[config.mk]
export PLATFORM = sky130hd
export DESIGN_NAME = sfm_acc_top
export DESIGN_NICKNAME = d
export VERILOG_FILES = /design/src/sfm_pkg.sv /design/src/sfm_fifo.sv /design/src/sfm_mac_pipe.sv /design/src/sfm_accumulator.sv /design/src/sfm_acc_top.sv
export SDC_FILE = /design/constraint.sdc
export NUM_CORES = 1
export LEC_CHECK = 0
export BUFFER_PORTS_ARGS = -buffer_cell sky130_fd_sc_hd__buf_2
export CAP_MARGIN = 20
export CORE_ASPECT_RATIO = 0.5
export CORE_UTILIZATION = 60
export DETAILED_ROUTE_END_ITERATION = 12
export PLACE_DENSITY = 0.84
export SLEW_MARGIN = 25
export SYNTH_ARGS = -nofsm -noshare
export SYNTH_HDL_FRONTEND = slang
export SYNTH_SLANG_ARGS = --single-unit
[constraint.sdc]
create_clock -name clk_i -period 11.3 [get_ports clk_i]
set_clock_uncertainty 0.1 [all_clocks]
set_input_delay 1.13 -clock clk_i [delete_from_list [all_inputs] [get_ports clk_i]]
set_output_delay 1.13 -clock clk_i [all_outputs]
set_load 0.01 [all_outputs]
[src/sfm_pkg.sv]
package sfm_pkg;

    // Datapath widths
    localparam int unsigned ACC_W = 32;
    localparam int unsigned ADD_W = 16;
    localparam int unsigned MUL_W = 16;

    // Enough for factor queues up to 4 deep
    localparam int unsigned TAG_W = 3;

    // Defaults handed down by the top level
    localparam int unsigned DEF_NUM_STAGES = 3;
    localparam int unsigned DEF_ADD_DEPTH  = 4;
    localparam int unsigned DEF_FACT_DEPTH = 4;

    typedef logic [ACC_W-1:0] acc_t;   // Partial sums and result
    typedef logic [ADD_W-1:0] add_t;   // Exponent terms
    typedef logic [MUL_W-1:0] mul_t;   // Rescale factors

    // Number of factors accepted so far, wraps
    typedef logic [TAG_W-1:0] tag_t;

    typedef enum logic [2:0] {
        IDLE,
        COMPUTING,
        FINISHING,
        REDUCTION,
        FINISHED
    } acc_state_e;

endpackage

[src/sfm_fifo.sv]
`timescale 1ns/10ps

module sfm_fifo #(
    parameter int unsigned DEPTH = 4,
    parameter int unsigned WIDTH = 8
) (
    input  logic             clk_i,
    input  logic             rst_ni,
    input  logic             flush_i,
    input  logic             push_i,
    input  logic             pop_i,
    input  logic [WIDTH-1:0] data_i,
    output logic [WIDTH-1:0] data_o,
    output logic             full_o,
    output logic             empty_o
);

    localparam int unsigned PTR_W = (DEPTH > 1) ? $clog2(DEPTH) : 1;
    localparam int unsigned CNT_W = $clog2(DEPTH + 1);

    logic [WIDTH-1:0] mem_q [DEPTH];
    logic [PTR_W-1:0] rd_ptr_q;
    logic [PTR_W-1:0] wr_ptr_q;
    logic [CNT_W-1:0] count_q;
    logic             do_push;
    logic             do_pop;

    function automatic logic [PTR_W-1:0] next_ptr(input logic [PTR_W-1:0] ptr);
        if (ptr == PTR_W'(DEPTH - 1)) begin
            return '0;
        end
        return ptr + 1'b1;
    endfunction

    assign full_o  = (count_q == CNT_W'(DEPTH));
    assign empty_o = (count_q == '0);
    assign do_push = push_i & ~full_o;   // Overflow is dropped
    assign do_pop  = pop_i & ~empty_o;

    assign data_o = mem_q[rd_ptr_q];     // Head, registered storage only

    always_ff @(posedge clk_i or negedge rst_ni) begin
        if (!rst_ni) begin
            rd_ptr_q <= '0;
            wr_ptr_q <= '0;
            count_q  <= '0;
        end else if (flush_i) begin
            rd_ptr_q <= '0;
            wr_ptr_q <= '0;
            count_q  <= '0;
        end else begin
            if (do_push) begin
                wr_ptr_q <= next_ptr(wr_ptr_q);
            end
            if (do_pop) begin
                rd_ptr_q <= next_ptr(rd_ptr_q);
            end
            if (do_push && !do_pop) begin
                count_q <= count_q + 1'b1;
            end else if (!do_push && do_pop) begin
                count_q <= count_q - 1'b1;
            end
        end
    end

    always_ff @(posedge clk_i) begin
        if (do_push) begin
            mem_q[wr_ptr_q] <= data_i;
        end
    end

endmodule

[src/sfm_mac_pipe.sv]
`timescale 1ns/10ps

module sfm_mac_pipe import sfm_pkg::*; #(
    parameter int unsigned NUM_STAGES = DEF_NUM_STAGES
) (
    input  logic clk_i,
    input  logic rst_ni,
    input  logic flush_i,
    input  acc_t sum_i,
    input  acc_t factor_i,
    input  acc_t addend_i,
    output acc_t result_o
);

    // First stage
    acc_t prod_q;
    acc_t addend_q;

    // Index 1 is the adder output, the rest only delay
    acc_t stage_q [NUM_STAGES-1:1];

    // Product wraps modulo 2^32
    always_ff @(posedge clk_i or negedge rst_ni) begin : mul_stage
        if (!rst_ni) begin
            prod_q   <= '0;
            addend_q <= '0;
        end else if (flush_i) begin
            prod_q   <= '0;
            addend_q <= '0;
        end else begin
            prod_q   <= sum_i * factor_i;
            addend_q <= addend_i;
        end
    end

    always_ff @(posedge clk_i or negedge rst_ni) begin : add_stage
        if (!rst_ni) begin
            stage_q[1] <= '0;
        end else if (flush_i) begin
            stage_q[1] <= '0;
        end else begin
            stage_q[1] <= prod_q + addend_q;
        end
    end

    // Pads the loop out to NUM_STAGES slots
    for (genvar i = 2; i < NUM_STAGES; i++) begin : gen_delay
        always_ff @(posedge clk_i or negedge rst_ni) begin
            if (!rst_ni) begin
                stage_q[i] <= '0;
            end else if (flush_i) begin
                stage_q[i] <= '0;
            end else begin
                stage_q[i] <= stage_q[i-1];
            end
        end
    end

    assign result_o = stage_q[NUM_STAGES-1];

endmodule

[src/sfm_accumulator.sv]
`timescale 1ns/10ps

module sfm_accumulator import sfm_pkg::*; #(
    parameter int unsigned NUM_STAGES = DEF_NUM_STAGES,
    parameter int unsigned ADD_DEPTH  = DEF_ADD_DEPTH,
    parameter int unsigned FACT_DEPTH = DEF_FACT_DEPTH
) (
    input  logic clk_i,
    input  logic rst_ni,
    input  logic clear_i,
    input  logic add_valid_i,
    input  add_t add_i,
    input  logic mul_valid_i,
    input  mul_t mul_i,
    input  logic finish_i,
    output logic ready_o,
    output logic valid_o,
    output acc_t acc_o
);

    localparam int unsigned ADD_FW  = ADD_W + TAG_W;
    localparam int unsigned FACT_FW = MUL_W + TAG_W;
    localparam int unsigned CNT_W   = $clog2(NUM_STAGES);

    acc_state_e state_q;
    acc_state_e state_d;

    tag_t             tag_cnt_q;
    logic             apply_q;
    logic [CNT_W-1:0] apply_cnt_q;
    logic [CNT_W-1:0] red_cnt_q;
    acc_t             result_q;

    // Queue signals
    logic               add_push;
    logic               add_pop;
    logic               add_full;
    logic               add_empty;
    logic [ADD_FW-1:0]  add_wdata;
    logic [ADD_FW-1:0]  add_rdata;
    logic               fact_push;
    logic               fact_pop;
    logic               fact_full;
    logic               fact_empty;
    logic [FACT_FW-1:0] fact_wdata;
    logic [FACT_FW-1:0] fact_rdata;

    add_t add_head;
    tag_t add_head_tag;
    mul_t fact_head;
    tag_t fact_head_tag;

    logic accept;
    logic start;
    logic reducing;
    logic add_qual;
    logic add_go;
    logic apply_start;
    logic apply_now;
    logic apply_last;
    logic red_last;
    logic pipe_flush;

    acc_t pipe_factor;
    acc_t pipe_addend;
    acc_t pipe_res;

    assign reducing = (state_q == REDUCTION);

    assign ready_o = ~add_full & ~fact_full & (state_q != FINISHING) & ~reducing;
    assign valid_o = (state_q == FINISHED);
    assign acc_o   = result_q;

    assign add_push  = add_valid_i & ready_o;
    assign fact_push = mul_valid_i & ready_o;
    assign accept    = add_push | fact_push;
    assign start     = accept & ((state_q == IDLE) | (state_q == FINISHED));

    // Slots restart from zero on a new run
    assign pipe_flush = clear_i | start;

    // Same-cycle addend shares the tag, so it counts as earlier
    assign add_wdata  = {add_i, tag_cnt_q};
    assign fact_wdata = {mul_i, tag_cnt_q};

    assign {add_head, add_head_tag}   = add_rdata;
    assign {fact_head, fact_head_tag} = fact_rdata;

    // Pending tags stay within one queue depth, so plain equality is enough
    assign add_qual    = ~add_empty & (fact_empty | (add_head_tag == fact_head_tag));
    assign add_go      = add_qual & ~apply_q;
    assign apply_start = ~apply_q & ~fact_empty & ~add_qual;
    assign apply_now   = apply_q | apply_start;
    assign apply_last  = apply_now & (apply_cnt_q == CNT_W'(NUM_STAGES - 1));
    assign red_last    = reducing & (red_cnt_q == CNT_W'(NUM_STAGES - 1));

    assign add_pop  = add_go;
    assign fact_pop = apply_last;   // Every slot has seen the factor

    sfm_fifo #(
        .DEPTH (ADD_DEPTH),
        .WIDTH (ADD_FW)
    ) addend_fifo (
        .clk_i   (clk_i),
        .rst_ni  (rst_ni),
        .flush_i (clear_i),
        .push_i  (add_push),
        .pop_i   (add_pop),
        .data_i  (add_wdata),
        .data_o  (add_rdata),
        .full_o  (add_full),
        .empty_o (add_empty)
    );

    sfm_fifo #(
        .DEPTH (FACT_DEPTH),
        .WIDTH (FACT_FW)
    ) factor_fifo (
        .clk_i   (clk_i),
        .rst_ni  (rst_ni),
        .flush_i (clear_i),
        .push_i  (fact_push),
        .pop_i   (fact_pop),
        .data_i  (fact_wdata),
        .data_o  (fact_rdata),
        .full_o  (fact_full),
        .empty_o (fact_empty)
    );

    always_comb begin : operand_select
        pipe_factor = acc_t'(1);
        pipe_addend = '0;
        if (reducing) begin
            pipe_factor = '0;                   // Feed zeros back while draining
        end else if (apply_now) begin
            pipe_factor = acc_t'(fact_head);
        end else if (add_go) begin
            pipe_addend = acc_t'(add_head);
        end
    end

    sfm_mac_pipe #(
        .NUM_STAGES (NUM_STAGES)
    ) mac_pipe (
        .clk_i    (clk_i),
        .rst_ni   (rst_ni),
        .flush_i  (pipe_flush),
        .sum_i    (pipe_res),
        .factor_i (pipe_factor),
        .addend_i (pipe_addend),
        .result_o (pipe_res)
    );

    always_comb begin : fsm_next
        state_d = state_q;
        unique case (state_q)
            IDLE:      if (accept) state_d = COMPUTING;
            COMPUTING: if (finish_i) state_d = FINISHING;
            FINISHING: begin
                if (add_empty && fact_empty && !apply_q) begin
                    state_d = REDUCTION;
                end
            end
            REDUCTION: if (red_last) state_d = FINISHED;
            FINISHED:  if (accept) state_d = COMPUTING;
            default:   state_d = IDLE;
        endcase
    end

    always_ff @(posedge clk_i or negedge rst_ni) begin : state_reg
        if (!rst_ni) begin
            state_q <= IDLE;
        end else if (clear_i) begin
            state_q <= IDLE;
        end else begin
            state_q <= state_d;
        end
    end

    always_ff @(posedge clk_i or negedge rst_ni) begin : counters
        if (!rst_ni) begin
            tag_cnt_q   <= '0;
            apply_q     <= 1'b0;
            apply_cnt_q <= '0;
            red_cnt_q   <= '0;
        end else if (clear_i) begin
            tag_cnt_q   <= '0;
            apply_q     <= 1'b0;
            apply_cnt_q <= '0;
            red_cnt_q   <= '0;
        end else begin
            if (fact_push) begin
                tag_cnt_q <= tag_cnt_q + 1'b1;
            end
            apply_q <= apply_now & ~apply_last;
            if (apply_last) begin
                apply_cnt_q <= '0;
            end else if (apply_now) begin
                apply_cnt_q <= apply_cnt_q + 1'b1;
            end
            if (red_last) begin
                red_cnt_q <= '0;
            end else if (reducing) begin
                red_cnt_q <= red_cnt_q + 1'b1;
            end
        end
    end

    // Holds until clear or the next run
    always_ff @(posedge clk_i or negedge rst_ni) begin : result_reg
        if (!rst_ni) begin
            result_q <= '0;
        end else if (clear_i || start) begin
            result_q <= '0;
        end else if (reducing) begin
            result_q <= result_q + pipe_res;
        end
    end

endmodule

[src/sfm_acc_top.sv]
`timescale 1ns/10ps

module sfm_acc_top import sfm_pkg::*; #(
    parameter int unsigned NUM_STAGES = DEF_NUM_STAGES,
    parameter int unsigned ADD_DEPTH  = DEF_ADD_DEPTH,
    parameter int unsigned FACT_DEPTH = DEF_FACT_DEPTH
) (
    input  logic clk_i,
    input  logic rst_ni,
    input  logic clear_i,
    input  logic add_valid_i,
    input  add_t add_i,
    input  logic mul_valid_i,
    input  mul_t mul_i,
    input  logic finish_i,
    output logic ready_o,
    output logic valid_o,
    output acc_t acc_o
);

    sfm_accumulator #(
        .NUM_STAGES (NUM_STAGES),
        .ADD_DEPTH  (ADD_DEPTH),
        .FACT_DEPTH (FACT_DEPTH)
    ) u_acc (
        .clk_i       (clk_i),
        .rst_ni      (rst_ni),
        .clear_i     (clear_i),
        .add_valid_i (add_valid_i),
        .add_i       (add_i),
        .mul_valid_i (mul_valid_i),
        .mul_i       (mul_i),
        .finish_i    (finish_i),
        .ready_o     (ready_o),
        .valid_o     (valid_o),
        .acc_o       (acc_o)
    );

endmodule

==> impl_results.md <==
* Status: finished, final reports clean
* Total die area at around 45000 um^2
* Net Count, Synth at slightly below 3000
* Worst min path class: flip-flop to flip-flop
* Post-synthesis cell area at 26600 um^2
* Area share of the leading cell type in the synthesized netlist at 0.229
* Worst slew margin relative to its limit at 0.313
* Cell count after placement at 3014
* Pwr per Cell Area at 131 nW/um^2
* Via count of the first global-routing pass at 18400
* Count of placed standard cells in the final layout, fillers left out at 3074
* Clock sink total at 321
* Period utilisation layout at 0.881
* Root buffer selected by CTS: sky130_fd_sc_hd__clkbuf_16
* Fraction of layout cells with a size suffix above 1 at 0.0801
* Max FO, Critical Path at 21
* Worst Path Class, Setup: flip-flop to flip-flop
* Top post-synthesis cells by area: sky130_fd_sc_hd__fa_1 23%, sky130_fd_sc_hd__edfxtp_1 17%, sky130_fd_sc_hd__dfrtp_1 16%
* Max H-tree Level at 1
* Number of top-level design ports at 72
* Pins Over Slew Limit at 0
* Share of synthesized area occupied by flip-flops and latches at 0.331
* Clock insertion delay at the later pin of the skew report at 0.57 ns
* Final #Nets at 2999
* TritonCTS clock tree: done
* Total congestion overflow at 0
* GP Congestion at slightly above 0.9
* Clock slew at the register clock pins of the worst setup and hold paths at 0.07 ns
* Count of maximum capacitance violations at 0
* Core footprint at 43600 um^2
* HPWL after DPL at 45.1 mm
* Setup_tns at 0 ns
* GRT Overall Usage at 0.287
* Deepest clock path buffer count at 3
* Row count at 54
* Crit path time final at 9.95 ns
* Number of enable-type register cells in the synthesized netlist at 152
* Final wirelength at ~62 mm
* Crit path max-delay family: adder cells
* Count of hold-fix buffers inserted at cts at 0
* Number of antenna violations at the first check in global routing at 1
* WP data required at 11.69 ns
* Number of iterations in the first detailed-routing pass at 7
* Post-DRT Antenna Nets at 0
* Post-route DRC violation count at 0
* Type of origin of the critical path: flip-flop
* Global-route wire length before repair at between 100 and 150 mm
* Initial Util at 0.609
* Critical path capture point type: flip-flop
* WL/cell at 20.3 um
* Count of endpoints failing setup in the final report at 0
* Port Buffers at between 70 and 80
* Fillers at 3219
* Actual slew at the worst max-slew pin at 1.03 ns
* Leakage power at roughly 14 nW
* Slowest stage cell, crit path: sky130_fd_sc_hd__dfrtp_1
* Via count of the routed design at 17800
* Number of buffers and inverters on the critical path at 3
* Peak supply drop at 0.171 mV
* Drt first-iter violations at 1396
* Synthesis warning total at 0
* Top cell type by total area after synthesis: sky130_fd_sc_hd__fa_1
* Yosys reg bits at 321
* Most prevalent standard cell on the critical path: sky130_fd_sc_hd__fa_1
* Post-Synthesis Cells at 2425
* Flip-flop cell with the highest count after synthesis: sky130_fd_sc_hd__dfrtp_1
* Post-synthesis average cell area at ~11 um^2
* Die Wd at between 200 and 300 um
* RSZ-0062 raised after global routing: no
* Post-CTS setup buffers at 0
* Worst stage delay on the critical path at 0.82 ns
* Avg Vias per Cell at approximately 5.8
* Pin count of the biggest net entering global routing at 92
* Data arrival time of the critical path at between 10 and 15 ns
* Y dimension of the die at 151 um
* Layout Area Growth over Synthesis at 7.37%
* Number of hold violations in the final report at 0
* Asr flop ratio synth at 0.526
* FMAX at 100 MHz
* Count of cells resized by post-cts repair at 0
* Number of distinct standard cells referenced by the synthesized netlist at 73
* Number of buffers added by the clock tree synthesis step at 31
Yosys cell counts (9+ instances only):
cell type,n
sky130_fd_sc_hd__nor3b_1,9
sky130_fd_sc_hd__a21oi_1,77
sky130_fd_sc_hd__o21ai_0,59
sky130_fd_sc_hd__nand2_1,232
sky130_fd_sc_hd__inv_1,309
sky130_fd_sc_hd__and3_1,28
sky130_fd_sc_hd__or3_1,12
sky130_fd_sc_hd__nor3_1,28
sky130_fd_sc_hd__edfxtp_1,152
sky130_fd_sc_hd__o21a_1,15
sky130_fd_sc_hd__and2_1,297
sky130_fd_sc_hd__buf_1,11
sky130_fd_sc_hd__xnor2_1,60
sky130_fd_sc_hd__fa_1,304
sky130_fd_sc_hd__nand3_1,15
sky130_fd_sc_hd__xor2_1,39
sky130_fd_sc_hd__dfrtp_1,169
sky130_fd_sc_hd__nor2_1,111
sky130_fd_sc_hd__o21bai_1,11
sky130_fd_sc_hd__mux4_2,32
sky130_fd_sc_hd__a21o_1,39
sky130_fd_sc_hd__clkbuf_1,77
sky130_fd_sc_hd__ha_1,198
sky130_fd_sc_hd__nor2b_1,21
routing by layer:
metal	part of all wire	track usage	vias to the layer above
met5	0	0	-
met4	0.028	0.0834	0
met3	0.076	0.0506	120
met2	0.48	0.475	616
met1	0.42	0.394	9106
li1	-	-	7953
registers in the layout, indices dropped and copies added (netlist names):
signal and count:
u_acc.mac_pipe.prod_q 32, u_acc.addend_fifo.wr_ptr_q 2, u_acc.apply_cnt_q 2, u_acc.state_q 3, u_acc.mac_pipe.addend_q 16, u_acc.addend_fifo.count_q 3
u_acc.apply_q 1, u_acc.mac_pipe.result_o 32, u_acc.red_cnt_q 2, u_acc.addend_fifo.rd_ptr_q 2, u_acc.factor_fifo.count_q 3, u_acc.tag_cnt_q 3
u_acc.factor_fifo.rd_ptr_q 2, u_acc.factor_fifo.wr_ptr_q 2, u_acc.factor_fifo.mem_q 76, u_acc.mac_pipe.stage_q 32, u_acc.acc_o 32, u_acc.addend_fifo.mem_q 76
worst paths after layout:
| kind | start | end | slack (ns) | cells after the start |
|---|---|---|---|---|
| min in group asynchronous | rst_ni | u_acc.mac_pipe.stage_q[13] | 0.51 | 1 |
| setup / recovery | u_acc.addend_fifo.rd_ptr_q[0] | u_acc.mac_pipe.prod_q[23] | 1.35 | 27 |
| max in group asynchronous | rst_ni | u_acc.addend_fifo.wr_ptr_q[1] | 9.33 | 2 |
| hold / removal | u_acc.mac_pipe.stage_q[6] | u_acc.mac_pipe.result_o[6] | 0.34 | 1 |
| hold reg to reg | u_acc.mac_pipe.stage_q[6] | u_acc.mac_pipe.result_o[6] | 0.34 | 1 |
| setup reg to reg | u_acc.addend_fifo.rd_ptr_q[0] | u_acc.mac_pipe.prod_q[23] | 1.35 | 27 |
power breakdown:
part	switching [mW]	internal, mW	leakage, nW	total [mW]
registers	0.108	1.38	3.74	1.49
clock network	0.447	0.569	0.485	1.02
logic	0.861	0.365	9.51	1.23
total	1.42	2.31	13.7	3.73
kinds of logic (layout without fill, tap and decap cells):
family,count (synthesis),after routing,synth area share
other,0,2,0
AND/OR/NAND/NOR,783,783,0.152
buffers and inverters,405,464,0.0587
multiplexers,47,47,0.0366
XOR/XNOR,103,103,0.0356
AO/OA/AOI/OAI,264,264,0.0639
flip-flops,321,321,0.331
adder cells (fa/ha/maj),502,502,0.322
per-stage QoR:
step	setup slack [ns]	total power, mW	hold slack, ns	area, um^2	util
2_1_floorplan	2.94	2.21	0.328	26600	-
6_report	1.35	3.73	0.344	28500	0.653
5_1_grt	0.842	3.89	0.362	28500	0.653
3_3_place_gp	1.70	2.62	0.330	27500	0.630
3_5_place_dp	1.45	2.69	0.333	27500	0.630
4_1_cts	1.39	3.73	0.344	28500	0.653
worst reg2reg max path, stage by stage (launching register included):
cell and delay, ns:
sky130_fd_sc_hd__dfrtp_1 0.82, sky130_fd_sc_hd__mux4_1 0.70, sky130_fd_sc_hd__xor2_1 0.21, sky130_fd_sc_hd__nor4_4 0.56, sky130_fd_sc_hd__or2_1 0.59, sky130_fd_sc_hd__nor2b_1 0.30, sky130_fd_sc_hd__buf_4 0.29, sky130_fd_sc_hd__and2_1 0.20
sky130_fd_sc_hd__fa_1 0.53, sky130_fd_sc_hd__inv_1 0.05, sky130_fd_sc_hd__fa_1 0.49, sky130_fd_sc_hd__fa_1 0.44, sky130_fd_sc_hd__fa_1 0.55, sky130_fd_sc_hd__inv_1 0.05, sky130_fd_sc_hd__ha_1 0.27, sky130_fd_sc_hd__ha_1 0.29
sky130_fd_sc_hd__fa_1 0.51, sky130_fd_sc_hd__fa_1 0.43, sky130_fd_sc_hd__ha_1 0.37, sky130_fd_sc_hd__a21o_1 0.22, sky130_fd_sc_hd__a21oi_1 0.21, sky130_fd_sc_hd__nor4b_1 0.35, sky130_fd_sc_hd__a21oi_1 0.16, sky130_fd_sc_hd__o21a_1 0.21
sky130_fd_sc_hd__o21a_1 0.18, sky130_fd_sc_hd__o21a_1 0.20, sky130_fd_sc_hd__o41ai_1 0.38, sky130_fd_sc_hd__mux2i_1 0.24
cells in the final DEF (no fill, tap or decap), types with 32 or more instances in the layout:
| cell type | instances |
|---|---|
| sky130_fd_sc_hd__a21o_1 | 38 |
| sky130_fd_sc_hd__a21oi_1 | 75 |
| sky130_fd_sc_hd__and2_1 | 297 |
| sky130_fd_sc_hd__buf_2 | 70 |
| sky130_fd_sc_hd__dfrtp_1 | 169 |
| sky130_fd_sc_hd__edfxtp_1 | 152 |
| sky130_fd_sc_hd__fa_1 | 304 |
| sky130_fd_sc_hd__ha_1 | 198 |
| sky130_fd_sc_hd__inv_1 | 309 |
| sky130_fd_sc_hd__mux4_2 | 32 |
| sky130_fd_sc_hd__nand2_1 | 232 |
| sky130_fd_sc_hd__nor2_1 | 111 |
| sky130_fd_sc_hd__o21ai_0 | 59 |
| sky130_fd_sc_hd__xnor2_1 | 60 |
| sky130_fd_sc_hd__xor2_1 | 39 |
area by class of cell:
cell class / count / area [um^2] / share of cell area
flip-flops and latches: 321 / 8790 / 0.308
diodes: 2 / 5.00 / 0.000175
inverters: 309 / 1160 / 0.0407
clock buffers: 42 / 837 / 0.0293
multi-input cells: 1699 / 16300 / 0.570
well taps: 588 / 736 / 0.0258
clock inverters: 16 / 160 / 0.00562
repair buffers: 97 / 564 / 0.0198
Power figures use the tool's default switching activity.
